--- config.mk ---
export PLATFORM = sky130hd
export DESIGN_NAME = stash_subsys
export DESIGN_NICKNAME = d
export VERILOG_FILES = /design/src/hw/stash_pkg.sv /design/src/hw/stash_subsys.sv /design/src/hw/stash_csr_apb.sv /design/src/hw/stash_lru.sv /design/src/hw/stash_core.sv /design/src/hw/stash_lru_store.sv
export SDC_FILE = /design/constraint.sdc
export NUM_CORES = 1
export LEC_CHECK = 0
export BUFFER_PORTS_ARGS = -buffer_cell sky130_fd_sc_hd__buf_2
export CAP_MARGIN = 10
export CORE_MARGIN = 5
export CORE_UTILIZATION = 54
export CTS_BUF_LIST = sky130_fd_sc_hd__clkbuf_2 sky130_fd_sc_hd__clkbuf_4 sky130_fd_sc_hd__clkbuf_8
export DETAILED_ROUTE_END_ITERATION = 16
export PLACE_DENSITY_LB_ADDON = 0.05
export SLEW_MARGIN = 10
export SYNTH_ARGS = -nofsm -noshare
export SYNTH_HDL_FRONTEND = slang
export SYNTH_HIERARCHICAL = 1
export SYNTH_SLANG_ARGS = --single-unit
--- constraint.sdc ---
create_clock -name clk -period 4.65 [get_ports clk]
set_clock_uncertainty 0.15 [all_clocks]
set_input_delay 0.6975 -clock clk [delete_from_list [all_inputs] [get_ports clk]]
set_output_delay 0.6975 -clock clk [all_outputs]
set_load 0.02 [all_outputs]
--- src/hw/stash_pkg.sv ---
package stash_pkg;

    // ---------------------------------------------------------------------
    // Sizes and widths
    // ---------------------------------------------------------------------
    localparam int STASH_SIZE = 8;
    localparam int KEY_WID = 8;
    localparam int VALUE_WID = 16;
    // Holds 0 up to STASH_SIZE
    localparam int FILL_WID = $clog2(STASH_SIZE + 1);
    localparam int CNT_WID = 16;
    localparam int APB_ADDR_WID = 8;
    localparam int APB_DATA_WID = 32;

    // ---------------------------------------------------------------------
    // Vector types
    // ---------------------------------------------------------------------
    typedef logic [KEY_WID-1:0] key_t;
    typedef logic [VALUE_WID-1:0] value_t;
    typedef logic [FILL_WID-1:0] fill_t;
    typedef logic [CNT_WID-1:0] cnt_t;
    typedef logic [APB_ADDR_WID-1:0] apb_addr_t;
    typedef logic [APB_DATA_WID-1:0] apb_data_t;

    // ---------------------------------------------------------------------
    // Register map
    // ---------------------------------------------------------------------
    localparam apb_addr_t REG_INFO = 8'h00;
    localparam apb_addr_t REG_CTRL = 8'h04;
    localparam apb_addr_t REG_STATUS = 8'h08;
    localparam apb_addr_t REG_INSERT_CNT = 8'h0C;
    localparam apb_addr_t REG_EVICT_CNT = 8'h10;

    // Size in 31:16, LRU subtype in 15:8, stash type in 7:0
    localparam apb_data_t INFO_VALUE = {16'(STASH_SIZE), 8'd1, 8'd1};

    // ---------------------------------------------------------------------
    // Structs
    // ---------------------------------------------------------------------
    typedef struct packed {
        key_t   key;
        value_t value;
    } wr_req_t;

    // Value reads as zero on a miss
    typedef struct packed {
        logic   hit;
        value_t value;
    } rd_resp_t;

    typedef struct packed {
        logic insert;
        logic evict;
    } stash_evt_t;

    // Read back as is: full in bit 0, empty in bit 1, fill above
    typedef struct packed {
        fill_t fill;
        logic  empty;
        logic  full;
    } stash_status_t;

    typedef struct packed {
        logic      psel;
        logic      penable;
        logic      pwrite;
        apb_addr_t paddr;
        apb_data_t pwdata;
    } apb_req_t;

    typedef struct packed {
        apb_data_t prdata;
        logic      pready;
        logic      pslverr;
    } apb_resp_t;

    // Per-cycle operation from core to store
    typedef enum logic [1:0] {
        OP_NONE  = 2'd0,
        OP_CLEAR = 2'd1,
        OP_WRITE = 2'd2,
        OP_READ  = 2'd3
    } store_op_e;

endpackage : stash_pkg
--- src/hw/stash_subsys.sv ---
`timescale 1ns/100ps

module stash_subsys (
    input  logic                 clk,
    input  logic                 reset,

    // Register access
    input  stash_pkg::apb_req_t  apb_req,
    output stash_pkg::apb_resp_t apb_resp,

    // Application write channel
    input  logic                 wr_valid,
    input  stash_pkg::wr_req_t   wr_req,
    output logic                 wr_rdy,

    // Application read channel and response
    input  logic                 rd_valid,
    input  stash_pkg::key_t      rd_key,
    output logic                 rd_rdy,
    output logic                 rd_resp_valid,
    output stash_pkg::rd_resp_t  rd_resp
);

    // ---------------------------------------------------------------------
    // Internal wiring
    // ---------------------------------------------------------------------
    logic                     clear_req;
    stash_pkg::stash_status_t status;
    stash_pkg::stash_evt_t    evt;

    // Stash datapath
    stash_lru i_stash_lru (
        .clk           ( clk ),
        .reset         ( reset ),
        .clear_req     ( clear_req ),
        .wr_valid      ( wr_valid ),
        .wr_req        ( wr_req ),
        .wr_rdy        ( wr_rdy ),
        .rd_valid      ( rd_valid ),
        .rd_key        ( rd_key ),
        .rd_rdy        ( rd_rdy ),
        .rd_resp_valid ( rd_resp_valid ),
        .rd_resp       ( rd_resp ),
        .status        ( status ),
        .evt           ( evt )
    );

    // Registers
    stash_csr_apb i_stash_csr_apb (
        .clk       ( clk ),
        .reset     ( reset ),
        .apb_req   ( apb_req ),
        .apb_resp  ( apb_resp ),
        .status    ( status ),
        .evt       ( evt ),
        .clear_req ( clear_req )
    );

endmodule : stash_subsys

--- src/hw/stash_csr_apb.sv ---
`timescale 1ns/100ps

module stash_csr_apb (
    input  logic                     clk,
    input  logic                     reset,

    // APB slave
    input  stash_pkg::apb_req_t      apb_req,
    output stash_pkg::apb_resp_t     apb_resp,

    // Stash side
    input  stash_pkg::stash_status_t status,
    input  stash_pkg::stash_evt_t    evt,
    output logic                     clear_req
);

    // ---------------------------------------------------------------------
    // Signals
    // ---------------------------------------------------------------------
    logic access;
    logic wr_access;
    logic addr_mapped;
    logic addr_is_ctrl;
    logic access_err;

    stash_pkg::apb_data_t rd_data;

    stash_pkg::cnt_t insert_cnt_q;
    stash_pkg::cnt_t evict_cnt_q;

    // ---------------------------------------------------------------------
    // Access decode
    // ---------------------------------------------------------------------
    // Second phase of a transfer
    assign access = apb_req.psel && apb_req.penable;
    assign wr_access = access && apb_req.pwrite;

    assign addr_is_ctrl = (apb_req.paddr == stash_pkg::REG_CTRL);

    always_comb begin
        case (apb_req.paddr)
            stash_pkg::REG_INFO,
            stash_pkg::REG_CTRL,
            stash_pkg::REG_STATUS,
            stash_pkg::REG_INSERT_CNT,
            stash_pkg::REG_EVICT_CNT: addr_mapped = 1'b1;
            default:                  addr_mapped = 1'b0;
        endcase
    end

    // CTRL is write-only, everything else read-only
    assign access_err = !addr_mapped ||
                        (apb_req.pwrite && !addr_is_ctrl) ||
                        (!apb_req.pwrite && addr_is_ctrl);

    // ---------------------------------------------------------------------
    // Read data mux
    // ---------------------------------------------------------------------
    always_comb begin
        case (apb_req.paddr)
            stash_pkg::REG_INFO:       rd_data = stash_pkg::INFO_VALUE;
            stash_pkg::REG_STATUS:     rd_data = stash_pkg::apb_data_t'(status);
            stash_pkg::REG_INSERT_CNT: rd_data = stash_pkg::apb_data_t'(insert_cnt_q);
            stash_pkg::REG_EVICT_CNT:  rd_data = stash_pkg::apb_data_t'(evict_cnt_q);
            default:                   rd_data = '0;
        endcase
    end

    // No wait states
    assign apb_resp.pready = 1'b1;
    assign apb_resp.prdata = (access && !apb_req.pwrite) ? rd_data : '0;
    assign apb_resp.pslverr = access && access_err;

    // ---------------------------------------------------------------------
    // Clear command
    // ---------------------------------------------------------------------
    // Bit 0 of CTRL, one pulse in the cycle after the access
    always_ff @(posedge clk) begin
        if (reset) begin
            clear_req <= 1'b0;
        end else begin
            clear_req <= wr_access && addr_is_ctrl && apb_req.pwdata[0];
        end
    end

    // ---------------------------------------------------------------------
    // Event counters
    // ---------------------------------------------------------------------
    // Wrap at full width
    always_ff @(posedge clk) begin
        if (reset || clear_req) begin
            insert_cnt_q <= '0;
            evict_cnt_q <= '0;
        end else begin
            insert_cnt_q <= insert_cnt_q + stash_pkg::cnt_t'(evt.insert);
            evict_cnt_q <= evict_cnt_q + stash_pkg::cnt_t'(evt.evict);
        end
    end

endmodule : stash_csr_apb

--- src/hw/stash_lru.sv ---
`timescale 1ns/100ps

module stash_lru (
    input  logic                     clk,
    input  logic                     reset,
    input  logic                     clear_req,

    // Write channel
    input  logic                     wr_valid,
    input  stash_pkg::wr_req_t       wr_req,
    output logic                     wr_rdy,

    // Read channel
    input  logic                     rd_valid,
    input  stash_pkg::key_t          rd_key,
    output logic                     rd_rdy,
    output logic                     rd_resp_valid,
    output stash_pkg::rd_resp_t      rd_resp,

    // Status and events
    output stash_pkg::stash_status_t status,
    output stash_pkg::stash_evt_t    evt
);

    // ---------------------------------------------------------------------
    // Signals
    // ---------------------------------------------------------------------
    stash_pkg::store_op_e  op;
    stash_pkg::key_t       key;
    stash_pkg::value_t     value;
    stash_pkg::rd_resp_t   lookup;
    stash_pkg::stash_evt_t store_evt;

    stash_pkg::fill_t fill_q;

    // ---------------------------------------------------------------------
    // Request arbitration and response
    // ---------------------------------------------------------------------
    stash_core i_stash_core (
        .clk           ( clk ),
        .reset         ( reset ),
        .clear_req     ( clear_req ),
        .wr_valid      ( wr_valid ),
        .wr_req        ( wr_req ),
        .wr_rdy        ( wr_rdy ),
        .rd_valid      ( rd_valid ),
        .rd_key        ( rd_key ),
        .rd_rdy        ( rd_rdy ),
        .rd_resp_valid ( rd_resp_valid ),
        .rd_resp       ( rd_resp ),
        .op            ( op ),
        .key           ( key ),
        .value         ( value ),
        .lookup        ( lookup )
    );

    // ---------------------------------------------------------------------
    // LRU entry store
    // ---------------------------------------------------------------------
    stash_lru_store i_stash_lru_store (
        .clk    ( clk ),
        .reset  ( reset ),
        .op     ( op ),
        .key    ( key ),
        .value  ( value ),
        .lookup ( lookup ),
        .evt    ( store_evt )
    );

    // ---------------------------------------------------------------------
    // Fill count
    // ---------------------------------------------------------------------
    // Grows only when an insert finds a free slot
    always_ff @(posedge clk) begin
        if (reset || clear_req) begin
            fill_q <= '0;
        end else if (store_evt.insert && !store_evt.evict) begin
            fill_q <= fill_q + 1'b1;
        end
    end

    assign status.fill = fill_q;
    assign status.empty = (fill_q == '0);
    assign status.full = (fill_q == stash_pkg::fill_t'(stash_pkg::STASH_SIZE));

    // Event pulses one cycle behind the store edge
    always_ff @(posedge clk) begin
        if (reset) begin
            evt <= '0;
        end else begin
            evt <= store_evt;
        end
    end

endmodule : stash_lru

--- src/hw/stash_core.sv ---
`timescale 1ns/100ps

module stash_core (
    input  logic                 clk,
    input  logic                 reset,
    input  logic                 clear_req,

    // Write channel
    input  logic                 wr_valid,
    input  stash_pkg::wr_req_t   wr_req,
    output logic                 wr_rdy,

    // Read channel
    input  logic                 rd_valid,
    input  stash_pkg::key_t      rd_key,
    output logic                 rd_rdy,
    output logic                 rd_resp_valid,
    output stash_pkg::rd_resp_t  rd_resp,

    // Store side
    output stash_pkg::store_op_e op,
    output stash_pkg::key_t      key,
    output stash_pkg::value_t    value,
    input  stash_pkg::rd_resp_t  lookup
);

    // ---------------------------------------------------------------------
    // Signals
    // ---------------------------------------------------------------------
    logic rd_accept;

    // ---------------------------------------------------------------------
    // Operation select
    // ---------------------------------------------------------------------
    // Clear first, then write, then read
    always_comb begin
        if (clear_req) begin
            op = stash_pkg::OP_CLEAR;
        end else if (wr_valid) begin
            op = stash_pkg::OP_WRITE;
        end else if (rd_valid) begin
            op = stash_pkg::OP_READ;
        end else begin
            op = stash_pkg::OP_NONE;
        end
    end

    // Ready follows the same priority
    assign wr_rdy = !clear_req;
    // A pending write takes the store this cycle
    assign rd_rdy = !clear_req && !wr_valid;

    assign rd_accept = rd_valid && rd_rdy;

    // ---------------------------------------------------------------------
    // Store request steering
    // ---------------------------------------------------------------------
    // Write key when writing, read key otherwise
    assign key = (op == stash_pkg::OP_WRITE) ? wr_req.key : rd_key;
    // Value only matters for writes
    assign value = wr_req.value;

    // ---------------------------------------------------------------------
    // Read response
    // ---------------------------------------------------------------------
    // Response valid one cycle after the accepting edge
    always_ff @(posedge clk) begin
        if (reset) begin
            rd_resp_valid <= 1'b0;
        end else begin
            rd_resp_valid <= rd_accept;
        end
    end

    // Lookup sampled before the store reorders
    always_ff @(posedge clk) begin
        if (rd_accept) begin
            rd_resp <= lookup;
        end
    end

endmodule : stash_core

--- src/hw/stash_lru_store.sv ---
`timescale 1ns/100ps

module stash_lru_store (
    input  logic                 clk,
    input  logic                 reset,
    input  stash_pkg::store_op_e op,
    input  stash_pkg::key_t      key,
    input  stash_pkg::value_t    value,
    output stash_pkg::rd_resp_t  lookup,
    output stash_pkg::stash_evt_t evt
);

    // ---------------------------------------------------------------------
    // Entry array, position 0 is the most recently used
    // ---------------------------------------------------------------------
    logic [stash_pkg::STASH_SIZE-1:0] valid_q;
    stash_pkg::key_t                  key_q [stash_pkg::STASH_SIZE];
    stash_pkg::value_t                value_q [stash_pkg::STASH_SIZE];

    // One bit per position that matches the key
    logic [stash_pkg::STASH_SIZE-1:0] match;
    logic                             hit;
    stash_pkg::value_t                hit_value;

    // Bit 0 loads the head, higher bits take from the next younger slot
    logic [stash_pkg::STASH_SIZE-1:0] shift_en;
    logic                             is_write;
    logic                             write_miss;
    logic                             move;

    // ---------------------------------------------------------------------
    // Parallel key compare
    // ---------------------------------------------------------------------
    always_comb begin
        for (int i = 0; i < stash_pkg::STASH_SIZE; i++) begin
            match[i] = valid_q[i] && (key_q[i] == key);
        end
    end

    assign hit = |match;

    // Keys are unique, so at most one position contributes
    always_comb begin
        hit_value = '0;
        for (int i = 0; i < stash_pkg::STASH_SIZE; i++) begin
            if (match[i]) begin
                hit_value = hit_value | value_q[i];
            end
        end
    end

    // Value stays zero on a miss
    assign lookup.hit = hit;
    assign lookup.value = hit_value;

    // ---------------------------------------------------------------------
    // Move control
    // ---------------------------------------------------------------------
    assign is_write = (op == stash_pkg::OP_WRITE);
    assign write_miss = is_write && !hit;
    // Any write, or a read that hits, updates the order
    assign move = is_write || ((op == stash_pkg::OP_READ) && hit);

    always_comb begin
        logic at_or_above_hit;
        at_or_above_hit = 1'b0;
        shift_en[0] = move;
        // Walk down from the oldest slot
        for (int i = stash_pkg::STASH_SIZE - 1; i > 0; i--) begin
            at_or_above_hit = at_or_above_hit | match[i];
            shift_en[i] = move && (write_miss || at_or_above_hit);
        end
    end

    // Insert on every write miss, evict when the oldest slot was in use
    assign evt.insert = write_miss;
    assign evt.evict = write_miss && valid_q[stash_pkg::STASH_SIZE-1];

    // ---------------------------------------------------------------------
    // Valid bits
    // ---------------------------------------------------------------------
    always_ff @(posedge clk) begin
        if (reset || (op == stash_pkg::OP_CLEAR)) begin
            valid_q <= '0;
        end else begin
            for (int i = 1; i < stash_pkg::STASH_SIZE; i++) begin
                if (shift_en[i]) begin
                    valid_q[i] <= valid_q[i-1];
                end
            end
            if (shift_en[0]) begin
                valid_q[0] <= 1'b1;
            end
        end
    end

    // ---------------------------------------------------------------------
    // Keys and values
    // ---------------------------------------------------------------------
    always_ff @(posedge clk) begin
        for (int i = 1; i < stash_pkg::STASH_SIZE; i++) begin
            if (shift_en[i]) begin
                key_q[i] <= key_q[i-1];
                value_q[i] <= value_q[i-1];
            end
        end
        if (shift_en[0]) begin
            // Same key on a hit, new key on a miss
            key_q[0] <= key;
            // Read hit keeps the stored value
            value_q[0] <= is_write ? value : hit_value;
        end
    end

endmodule : stash_lru_store

---- Word-level counts from Yosys, hierarchy flattened ----
Memory sizes are Yosys's and may differ from the RTL's.
Cells that the tools add are included.
word-level totals
  bits in registers ....................... 65
  RAM bits ................................ 192
  output and inout port bits .............. 54
  memories ................................ 2
cells by class
  $add $sub $neg .......................... 3
  equality and inequality tests ........... 16
  mux-type cells .......................... 32
  bitwise operators ....................... 13
  reductions and logical operators ........ 52
memory list
  name                                   depth  width  read ports  clocked after Yosys merged registers in  write ports  RTL line               RTL
  i_stash_lru.i_stash_lru_store.value_q  8      16     8           0                                        8            stash_lru_store.sv:18  stash_pkg::value_t value_q [stash_pkg::STASH_SIZE];
  i_stash_lru.i_stash_lru_store.key_q    8      8      8           0                                        8            stash_lru_store.sv:17  stash_pkg::key_t key_q [stash_pkg::STASH_SIZE];
operators with widths
  operator                                       count
  2-to-1 mux 16 bit                              9
  bitwise OR 16 bit                              7
  one-hot mux 20 bit (4 select lines)            1
  == test 8 bit                                  8
  adder 16 x 1 -> 16 bit                         2
  logical AND 1 bit                              29
  2-to-1 mux 20 bit                              1
  2-to-1 mux 1 bit                               17
  == test 8 x 4 -> 1 bit, second input constant  2
  logical OR 1 bit                               12
  == test 8 x 3 -> 1 bit, second input constant  1
  == test 8 x 5 -> 1 bit, second input constant  1
  logical NOT 8 bit                              1
  2-to-1 mux 8 bit                               1
  OR reduction 8 bit                             1
  logical NOT 1 bit                              7
  2-to-1 mux 2 bit                               3
  bitwise OR 1 bit                               6
  OR reduction 5 bit                             1
  adder 4 x 1 -> 4 bit, second input constant    1
  == test 2 bit, second input constant           2
  == test 4 bit, second input constant           1
  logical NOT 4 bit                              1
  == test 2 x 1 -> 1 bit, second input constant  1

---- Longest topological paths before layout ----
Gate-level depths: netlist of the first run.
  depth in word-level cells ............... 23
  mapped depth ............................ 15
  mapped depth without buffers ............ 12

---- Modules after synthesis ----
The synthesis of the first run kept the hierarchy.
modules (own cells, without submodules)
  module           instances  cells an instance  area an instance (um^2)  sequential area each (um^2)
  stash_lru_store  1          498                7,992.7                  5,925.7
  stash_csr_apb    1          243                1,985.7                  660.6
  stash_core       1          52                 824.5                    530.5
  stash_lru        1          27                 280.3                    120.1

---- Worst setup path after synthesis of the first run ----
No wires, ideal clock.
  path kind ............................... input port to flip-flop
  start ................................... input port wr_valid
  end ..................................... memory i_stash_lru/i_stash_lru_store/key_q[1][24] in the netlist's numbering (enable)
  library setup time ...................... 438 ps
  arrival time ............................ 3,870 ps
  data required time ...................... 4,062 ps
  setup slack ............................. 192 ps
  cell stages on the path ................. 8
  cells stage by stage .................... nor2b_2 > buf_6 > mux2_4 > buf_6 > xor2_1 > nor4_1 > nand3_1 > o21ai_0
RTL lines
  what                RTL line               RTL
  start: declaration  stash_subsys.sv:12     input logic wr_valid,
  end: declaration    stash_lru_store.sv:17

==> metrics.cfg, run 1 <==
[floorplan]
start_util_pct = 54.8
rows = 52
dieArea_sq_um = 23500
die_w_um = 153
io_pins = 133
coreArea_sq_um = 20200
dieHeight_um = 153

[pwr]
switching_share_pct = 22.5
max-vdd-ir-drop_mv = 0.238
power-per-cell-area_nw_per_um2 = 404
p_clk_share_pct = 41.4
leakagePower_nw = 4.65
power.share.sequential_pct = 51.8
p_switching_mw = 1.15
p_int_mw = 3.95
combPwrFrac_pct = 6.8

[placement]
place_ws_ns = 0.422
gp_congestion = 0.857
numPortBuffers = 85
hpwlAfterDp_mm = 16.4

[route]
drtPass1Iterations = 5
wl_mm = 25.3
drc_errors = 0
routedWlPerCell_um = 20.7
routed_via_density = 5.79
drtIter0Drc = 646
ant_nets = 0
num_vias = 7072

[yosys]
async_flop_share_pct = 0
synthTopCellsByCount = edfxtp_1 (209), xnor2_1 (74), nor2_1 (70)
synth_seq_cells = 257
synth_top_cell_by_area = edfxtp_1
ys_types = 61
synthCells = 820
synthTopCellsByArea = edfxtp_1 (57%), dfxtp_1 (8.7%), xnor2_1 (5.8%), buf_4 (2.6%), nor2_1 (2.4%)
synth_edf_count = 209
syn_area_sq_um = 11100
ys.warnings.count = 6
synth_top_area_share_pct = 56.6
yosysSeqAreaShare_pct = 65.3
synthFlopType = edfxtp_1
avgSynthCellArea_sq_um = 13.5
synth.most_common_cell = edfxtp_1

[worst_setup_path]
ff2ff_setup_slack_ns = 0.89
cp_slowest_cell = nor4_1
cp.required_ns = 4.70
critPathBufInv = 2
path_cells = nor2b_2 > buf_4 > mux2_4 > xor2_1 > nor4_1 > and3_4 > nor4_1 > nand3_1 > o21ai_2 > buf_4
arrival_ns = 3.81
cp-end-kind = flop
reg2regPathDepth = 10
crit_fanout = 16
critPathLaunchType = flop
path_delay_family = simple AND/OR/NAND/NOR gates
cp.depth = 10
regToRegEndpoint = i_stash_lru/i_stash_lru_store/value_q[1][54]
worstSetupPathType = reg2reg
slowest_delay_ns = 0.72
reg2reg_from = i_stash_csr_apb/clear_req

[grt]
grt_use_met3_pct = 4.30
antenna_found_initial = 0
gr-usage-met1_pct = 27.1
grt_pass1_wl_mm = 39.4
grt.met2_usage_pct = 36.1
grt_max_degree = 33
grt_pass1_vias = 7395
busiest_layer = met2
overflow = 0
grt_use_total_pct = 21.0

[clock_tree]
postCtsSetupRepairBufs = 0
cts_root_buf = clkbuf_8
ctsResizeCount = 0
cts_made_buffers = 43
cts.sinks = 257
cts_htree_levels = 2
cts_max_path_buffers = 3
clkTransAtPathRegs_ns = 0.06
clock_latency_ns = 0.53
cts_hold_buffers = 0
cts_tree = yes

[flow_run]
drv_cap = 0

[sta]
tightest_slew_ns = 0.950
final.period_utilization_pct = 80.9
rsz0062_at_grt = no
setup_viol = 0
period_needed_ns = 3.76
setup_slack_ns = 0.890
hold_viol = 0
fmax_mhz = 266
maxSlewHeadroom_pct = 36.5
slew_viol_final = 0
tns_ns = 0

[layout]
fill_cells = 1618
drive_gt1_share_pct = 23.0
diodes = 0
syn_to_final_growth_pct = 13.9
nNetsFinal = 1005
multi_input_area_sq_um = 3400
register_area_sq_um = 7240

[min_path]
hp-class = reg2reg
min_from = i_stash_lru/i_stash_lru_store/value_q[1][9]
hold_depth = 0
holdPathEnd = i_stash_lru/i_stash_lru_store/value_q[1][25]

[status]
outcome = complete, no violations

==> worst register-to-register path: cells and delay by family (launching register included) <==
family	cells	cell delay [ns]
AO/OA/AOI/OAI	1	0.28
AND/OR/NAND/NOR	5	1.38
multiplexers	1	0.41
XOR/XNOR	1	0.21
flip-flops	1	0.34
buffers and inverters	2	0.63
==> logic make-up (layout without fill, tap and decap cells) <==
family	count (synthesis)	in the layout	share of synthesized area (%)
DFF	257	257	65.3
and+or+nand+nor	228	228	10.8
AOI/OAI and AO/OA	130	130	9.22
buffers and inverters	91	209	4.98
xor gates and xnor gates	90	90	7.11
muxes	16	16	1.82
adders and majority gates	6	6	0.677
other	2	16	0.0678
==> stage by stage <==
step	std cells	total power, mW	hold slack [ns]	utilization (%)	area (sq um)
after floorplan	834	2.94	0.276	-	11100
after global placement	1144	3.03	0.281	57.8	11700
after detailed placement	1144	3.04	0.285	57.8	11700
after CTS	1221	5.15	0.294	62.3	12600
after global routing	1222	5.29	0.304	62.4	12600
final	1222	5.10	0.293	62.4	12600
==> power by group through the flow <==
stage               Sequential, mW  Clock [mW]  Combinational (mW)
finish                        2.64        2.11               0.347
global route                  2.65        2.26               0.379
CTS                           2.64        2.16               0.350
detailed placement            2.69           0               0.348
global placement              2.69           0               0.343
floorplan                     2.69           0               0.251
==> per-layer routing <==
metal,routed length [um],vias up
met4,427,0
met5,0,-
met2,12400,313
li1,-,3269
met1,10400,3441
met3,2020,49
==> registers in the layout (all words and copies together) (netlist names) <==
signal and flops:
i_stash_lru/i_stash_lru_store/value_q 128, i_stash_lru/evt 2, i_stash_csr_apb/insert_cnt_q 16, i_stash_lru/i_stash_lru_store/valid_q 8
i_stash_lru/i_stash_lru_store/key_q 64, i_stash_csr_apb/clear_req 1, i_stash_lru/fill_q 4, i_stash_lru/i_stash_core/rd_resp 17
i_stash_csr_apb/evict_cnt_q 16, i_stash_lru/i_stash_core/rd_resp_valid 1
==> cell usage in the layout, fill, tap and decap left out, drive strengths merged, types with 2 or more instances in the layout <==
cell type  netlist  routed
edfxtp         209     209
mux2i            7       7
ha               6       6
conb             2      16
nor3            20      20
nand2b           5       5
xor2            16      16
and2             8       8
clkinv           0       9
nor2b            7       7
a22o            23      23
dfxtp           48      48
nor3b            3       3
a41oi           12      12
a221oi          18      18
xnor2           74      74
clkbuf          22      63
inv             14      15
bufinv           0       3
mux2             9       9
a32oi           13      13
or3              3       3
or4              4       4
o21ai            6       6
a21oi            8       8
a31oi            5       5
nor4            14      14
nand4           20      20
or2              2       2
nor2            70      70
and4             2       2
and3             5       5
o31ai            3       3
nand2           30      30
nand3           31      31
buf             55     118
a22oi           34      34
==> how the worst max path moves through the flow <==
| stage | start | endpoint | slack [ns] |
|---|---|---|---|
| final | i_stash_csr_apb/clear_req | i_stash_lru/i_stash_lru_store/value_q[1][54] | 0.89 |
| after floorplan | wr_valid | i_stash_lru/i_stash_lru_store/key_q[1][24] | 0.19 |
| after CTS | i_stash_csr_apb/clear_req | i_stash_lru/i_stash_lru_store/value_q[1][54] | 0.92 |
| after global placement | wr_valid | i_stash_lru/i_stash_lru_store/value_q[1][57] | 0.48 |
| after global routing | i_stash_csr_apb/clear_req | i_stash_lru/i_stash_lru_store/value_q[1][54] | 0.75 |
| after detailed placement | wr_valid | i_stash_lru/i_stash_lru_store/value_q[1][59] | 0.42 |
==> area by class of cell <==
| type | count | area share [%] |
|---|---|---|
| Clock buffer | 63 | 6.08 |
| Clock inverter | 14 | 1.13 |
| Inverter | 14 | 0.416 |
| Multi-Input combinational cell | 486 | 26.9 |
| Sequential cell | 257 | 57.3 |
| Tap cell | 270 | 2.68 |
| Timing Repair Buffer | 118 | 5.43 |
No activity file was read; power rests on OpenSTA's default activity.
==> inputs of run 2 (changes only) <==
Settings changed: ABC_AREA set to 1, CORE_UTILIZATION 54 to 55.
Clock period 4.65 ns to 3.3 ns, I/O delays scaled along.
==> run 2 against run 1 <==
  * Combinational power up 100%
  * Clock power is 31% higher
  * Power grew 46%
  * Worst setup slack got worse by 0.65 ns
  * Largest power group unchanged
  * Cell count increased by 45%
  * Register-to-register slack got worse by 0.65 ns
==> metrics.cfg, run 2 <==
[grt]
overflow = 0
grt_use_total_pct = 22.4
grt_max_degree = 21
antenna_found_initial = 1
grt_pass1_vias = 9005
grt_pass1_wl_mm = 46.2

[floorplan]
io_pins = 133
coreArea_sq_um = 22000
dieHeight_um = 160
rows = 54
die_w_um = 160
start_util_pct = 56.1
dieArea_sq_um = 25500

[pwr]
p_switching_mw = 1.89
power.share.sequential_pct = 53.4
max-vdd-ir-drop_mv = 0.270
power-per-cell-area_nw_per_um2 = 528
p_clk_share_pct = 37.2
combPwrFrac_pct = 9.4
switching_share_pct = 25.4
p_int_mw = 5.55
leakagePower_nw = 6.12

[route]
routed_via_density = 5.12
num_vias = 9082
drtIter0Drc = 633
drtPass1Iterations = 5
drc_errors = 0
routedWlPerCell_um = 16.2
ant_nets = 0
wl_mm = 28.7

[yosys]
synth_seq_cells = 257
yosysSeqAreaShare_pct = 58.7
syn_area_sq_um = 12300
avgSynthCellArea_sq_um = 9.25
synth_top_area_share_pct = 50.9
synthTopCellsByCount = nand2_1 (378), edfxtp_1 (209), inv_1 (151)
ys.warnings.count = 6
synthTopCellsByArea = edfxtp_1 (51%), nand2_1 (12%), dfxtp_1 (7.8%), inv_1 (4.6%), nor2_1 (4.5%)
synth_edf_count = 209
synthFlopType = edfxtp_1
async_flop_share_pct = 0
synth.most_common_cell = nand2_1
synthCells = 1333
ys_types = 48
synth_top_cell_by_area = edfxtp_1

[sta]
final.period_utilization_pct = 92.7
fmax_mhz = 327
maxSlewHeadroom_pct = 46.8
setup_slack_ns = 0.242
tightest_slew_ns = 0.797
hold_viol = 0
hold_ws_ns = 0.0526
rsz0062_at_grt = no
setup_viol = 0
slew_viol_final = 0
period_needed_ns = 3.06

[placement]
numPortBuffers = 85
place_ws_ns = 0.0179
hpwlAfterDp_mm = 20.0
gp_congestion = 0.851

[clock_tree]
clock_latency_ns = 0.55
postCtsSetupRepairBufs = 0
cts.sinks = 257
clkTransAtPathRegs_ns = 0.06
ctsResizeCount = 0
cts_tree = yes
cts_root_buf = clkbuf_8
cts_made_buffers = 44
cts_htree_levels = 2
cts_max_path_buffers = 3
cts_hold_buffers = 0

[layout]
final_common_cell = nand2_1
diodes = 0
drive_gt1_share_pct = 19.3
top_register = i_stash_lru/i_stash_lru_store/value_q
nNetsFinal = 1547
largest_register_ffs = 128
reg_top3 = i_stash_lru/i_stash_lru_store/value_q (128), i_stash_lru/i_stash_lru_store/key_q (64), i_stash_lru/i_stash_core/rd_resp (17)
final_cell_mix = nand2_1 (378), edfxtp_1 (209), inv_1 (150)
syn_to_final_growth_pct = 14.2

[worst_setup_path]
cp.required_ns = 3.41
arrival_ns = 3.16
crit_fanout = 14
cp-end-kind = flop
worstSetupPathType = reg2reg
critPathLaunchType = flop

[flow_run]
drv_cap = 0

[status]
outcome = complete, no violations

[min_path]
hp-class = in2reg

## run 2: cell count changes after synthesis, moves of 31 or more
cell | previous run | this run
a22oi_1 | 34 | 0
inv_1 | 14 | 151
nand2_1 | 30 | 378
nand3_1 | 30 | 102
nor2_1 | 70 | 149
o21ai_0 | 6 | 37
xnor2_1 | 74 | 11
## run 2: worst max-delay path, cell delays in order (launching register included)
cell     delay (ns)
dfxtp_2        0.36
inv_2          0.19
nand2_4        0.13
nand2_1        0.08
nand2_1        0.15
buf_12         0.19
xnor2_1        0.19
nand2_1        0.08
nor2_1         0.14
nand3_1        0.09
nand2_1        0.16
nor2_8         0.05
nand2_4        0.07
buf_4          0.13
nand2_2        0.06
nand2_4        0.13
nand2_2        0.07
inv_1          0.15
buf_12         0.18
## run 2: layer usage
metal / track usage, % / share of wire (%) / vias to the layer above
li1: - / - / 4543
met1: 29.3 / 43 / 4220
met2: 38.0 / 48 / 266
met3: 4.56 / 6.6 / 51
met4: 6.55 / 1.8 / 2
met5: 0 / 0.024 / -
## run 2: cell families (layout without fill, tap and decap cells)
kind of cell | after synthesis | after routing | synth area share (%)
other | 2 | 16 | 0.0609
buffers and inverters | 235 | 382 | 9.09
AOI/OAI and AO/OA | 96 | 96 | 4.45
and+or+nand+nor | 712 | 712 | 25.3
adders and majority gates | 6 | 6 | 0.609
xor gates and xnor gates | 25 | 25 | 1.78
DFF | 257 | 257 | 58.7
## run 2: per-stage QoR
step / setup TNS (ns) / cells / util, % / total power, mW / area, sq um
2_1_floorplan: -36.63 / 1347 / - / 4.46 / 12400
3_3_place_gp: 0 / 1696 / 60.3 / 4.70 / 13200
3_5_place_dp: 0 / 1696 / 60.3 / 4.73 / 13200
4_1_cts: 0 / 1774 / 64.1 / 7.50 / 14100
5_1_grt: 0 / 1774 / 64.1 / 7.78 / 14100
6_report: 0 / 1774 / 64.1 / 7.44 / 14100
## run 2: worst paths after layout
check / start / end / slack [ns] / cells after the start
setup / recovery: i_stash_csr_apb/clear_req / i_stash_lru/i_stash_lru_store/key_q[1][25] / 0.24 / 18
hold / removal: apb_req[0] / i_stash_csr_apb/clear_req / 0.05 / 3
setup reg to reg: i_stash_csr_apb/clear_req / i_stash_lru/i_stash_lru_store/key_q[1][25] / 0.24 / 18
hold reg to reg: i_stash_lru/i_stash_lru_store/value_q[1][33] / i_stash_lru/i_stash_lru_store/value_q[1][49] / 0.30 / 0
## run 2: cell type report
class	instances	area (sq um)
Fill cell	1816	7880
Tap cell	280	350
Timing Repair Buffer	134	968
Clock inverter	17	90.1
Clock buffer	61	752
Sequential cell	257	7240
Multi-Input combinational cell	855	4040
Inverter	170	641
## run 2: power by group through the flow
stage	Sequential [mW]	Clock [mW]	Combinational (mW)
2_1_floorplan	4.00	0	0.462
3_3_place_gp	4.01	0	0.690
3_5_place_dp	4.03	0	0.704
4_1_cts	3.97	2.83	0.707
5_1_grt	4.00	2.99	0.784
6_report	3.97	2.77	0.703
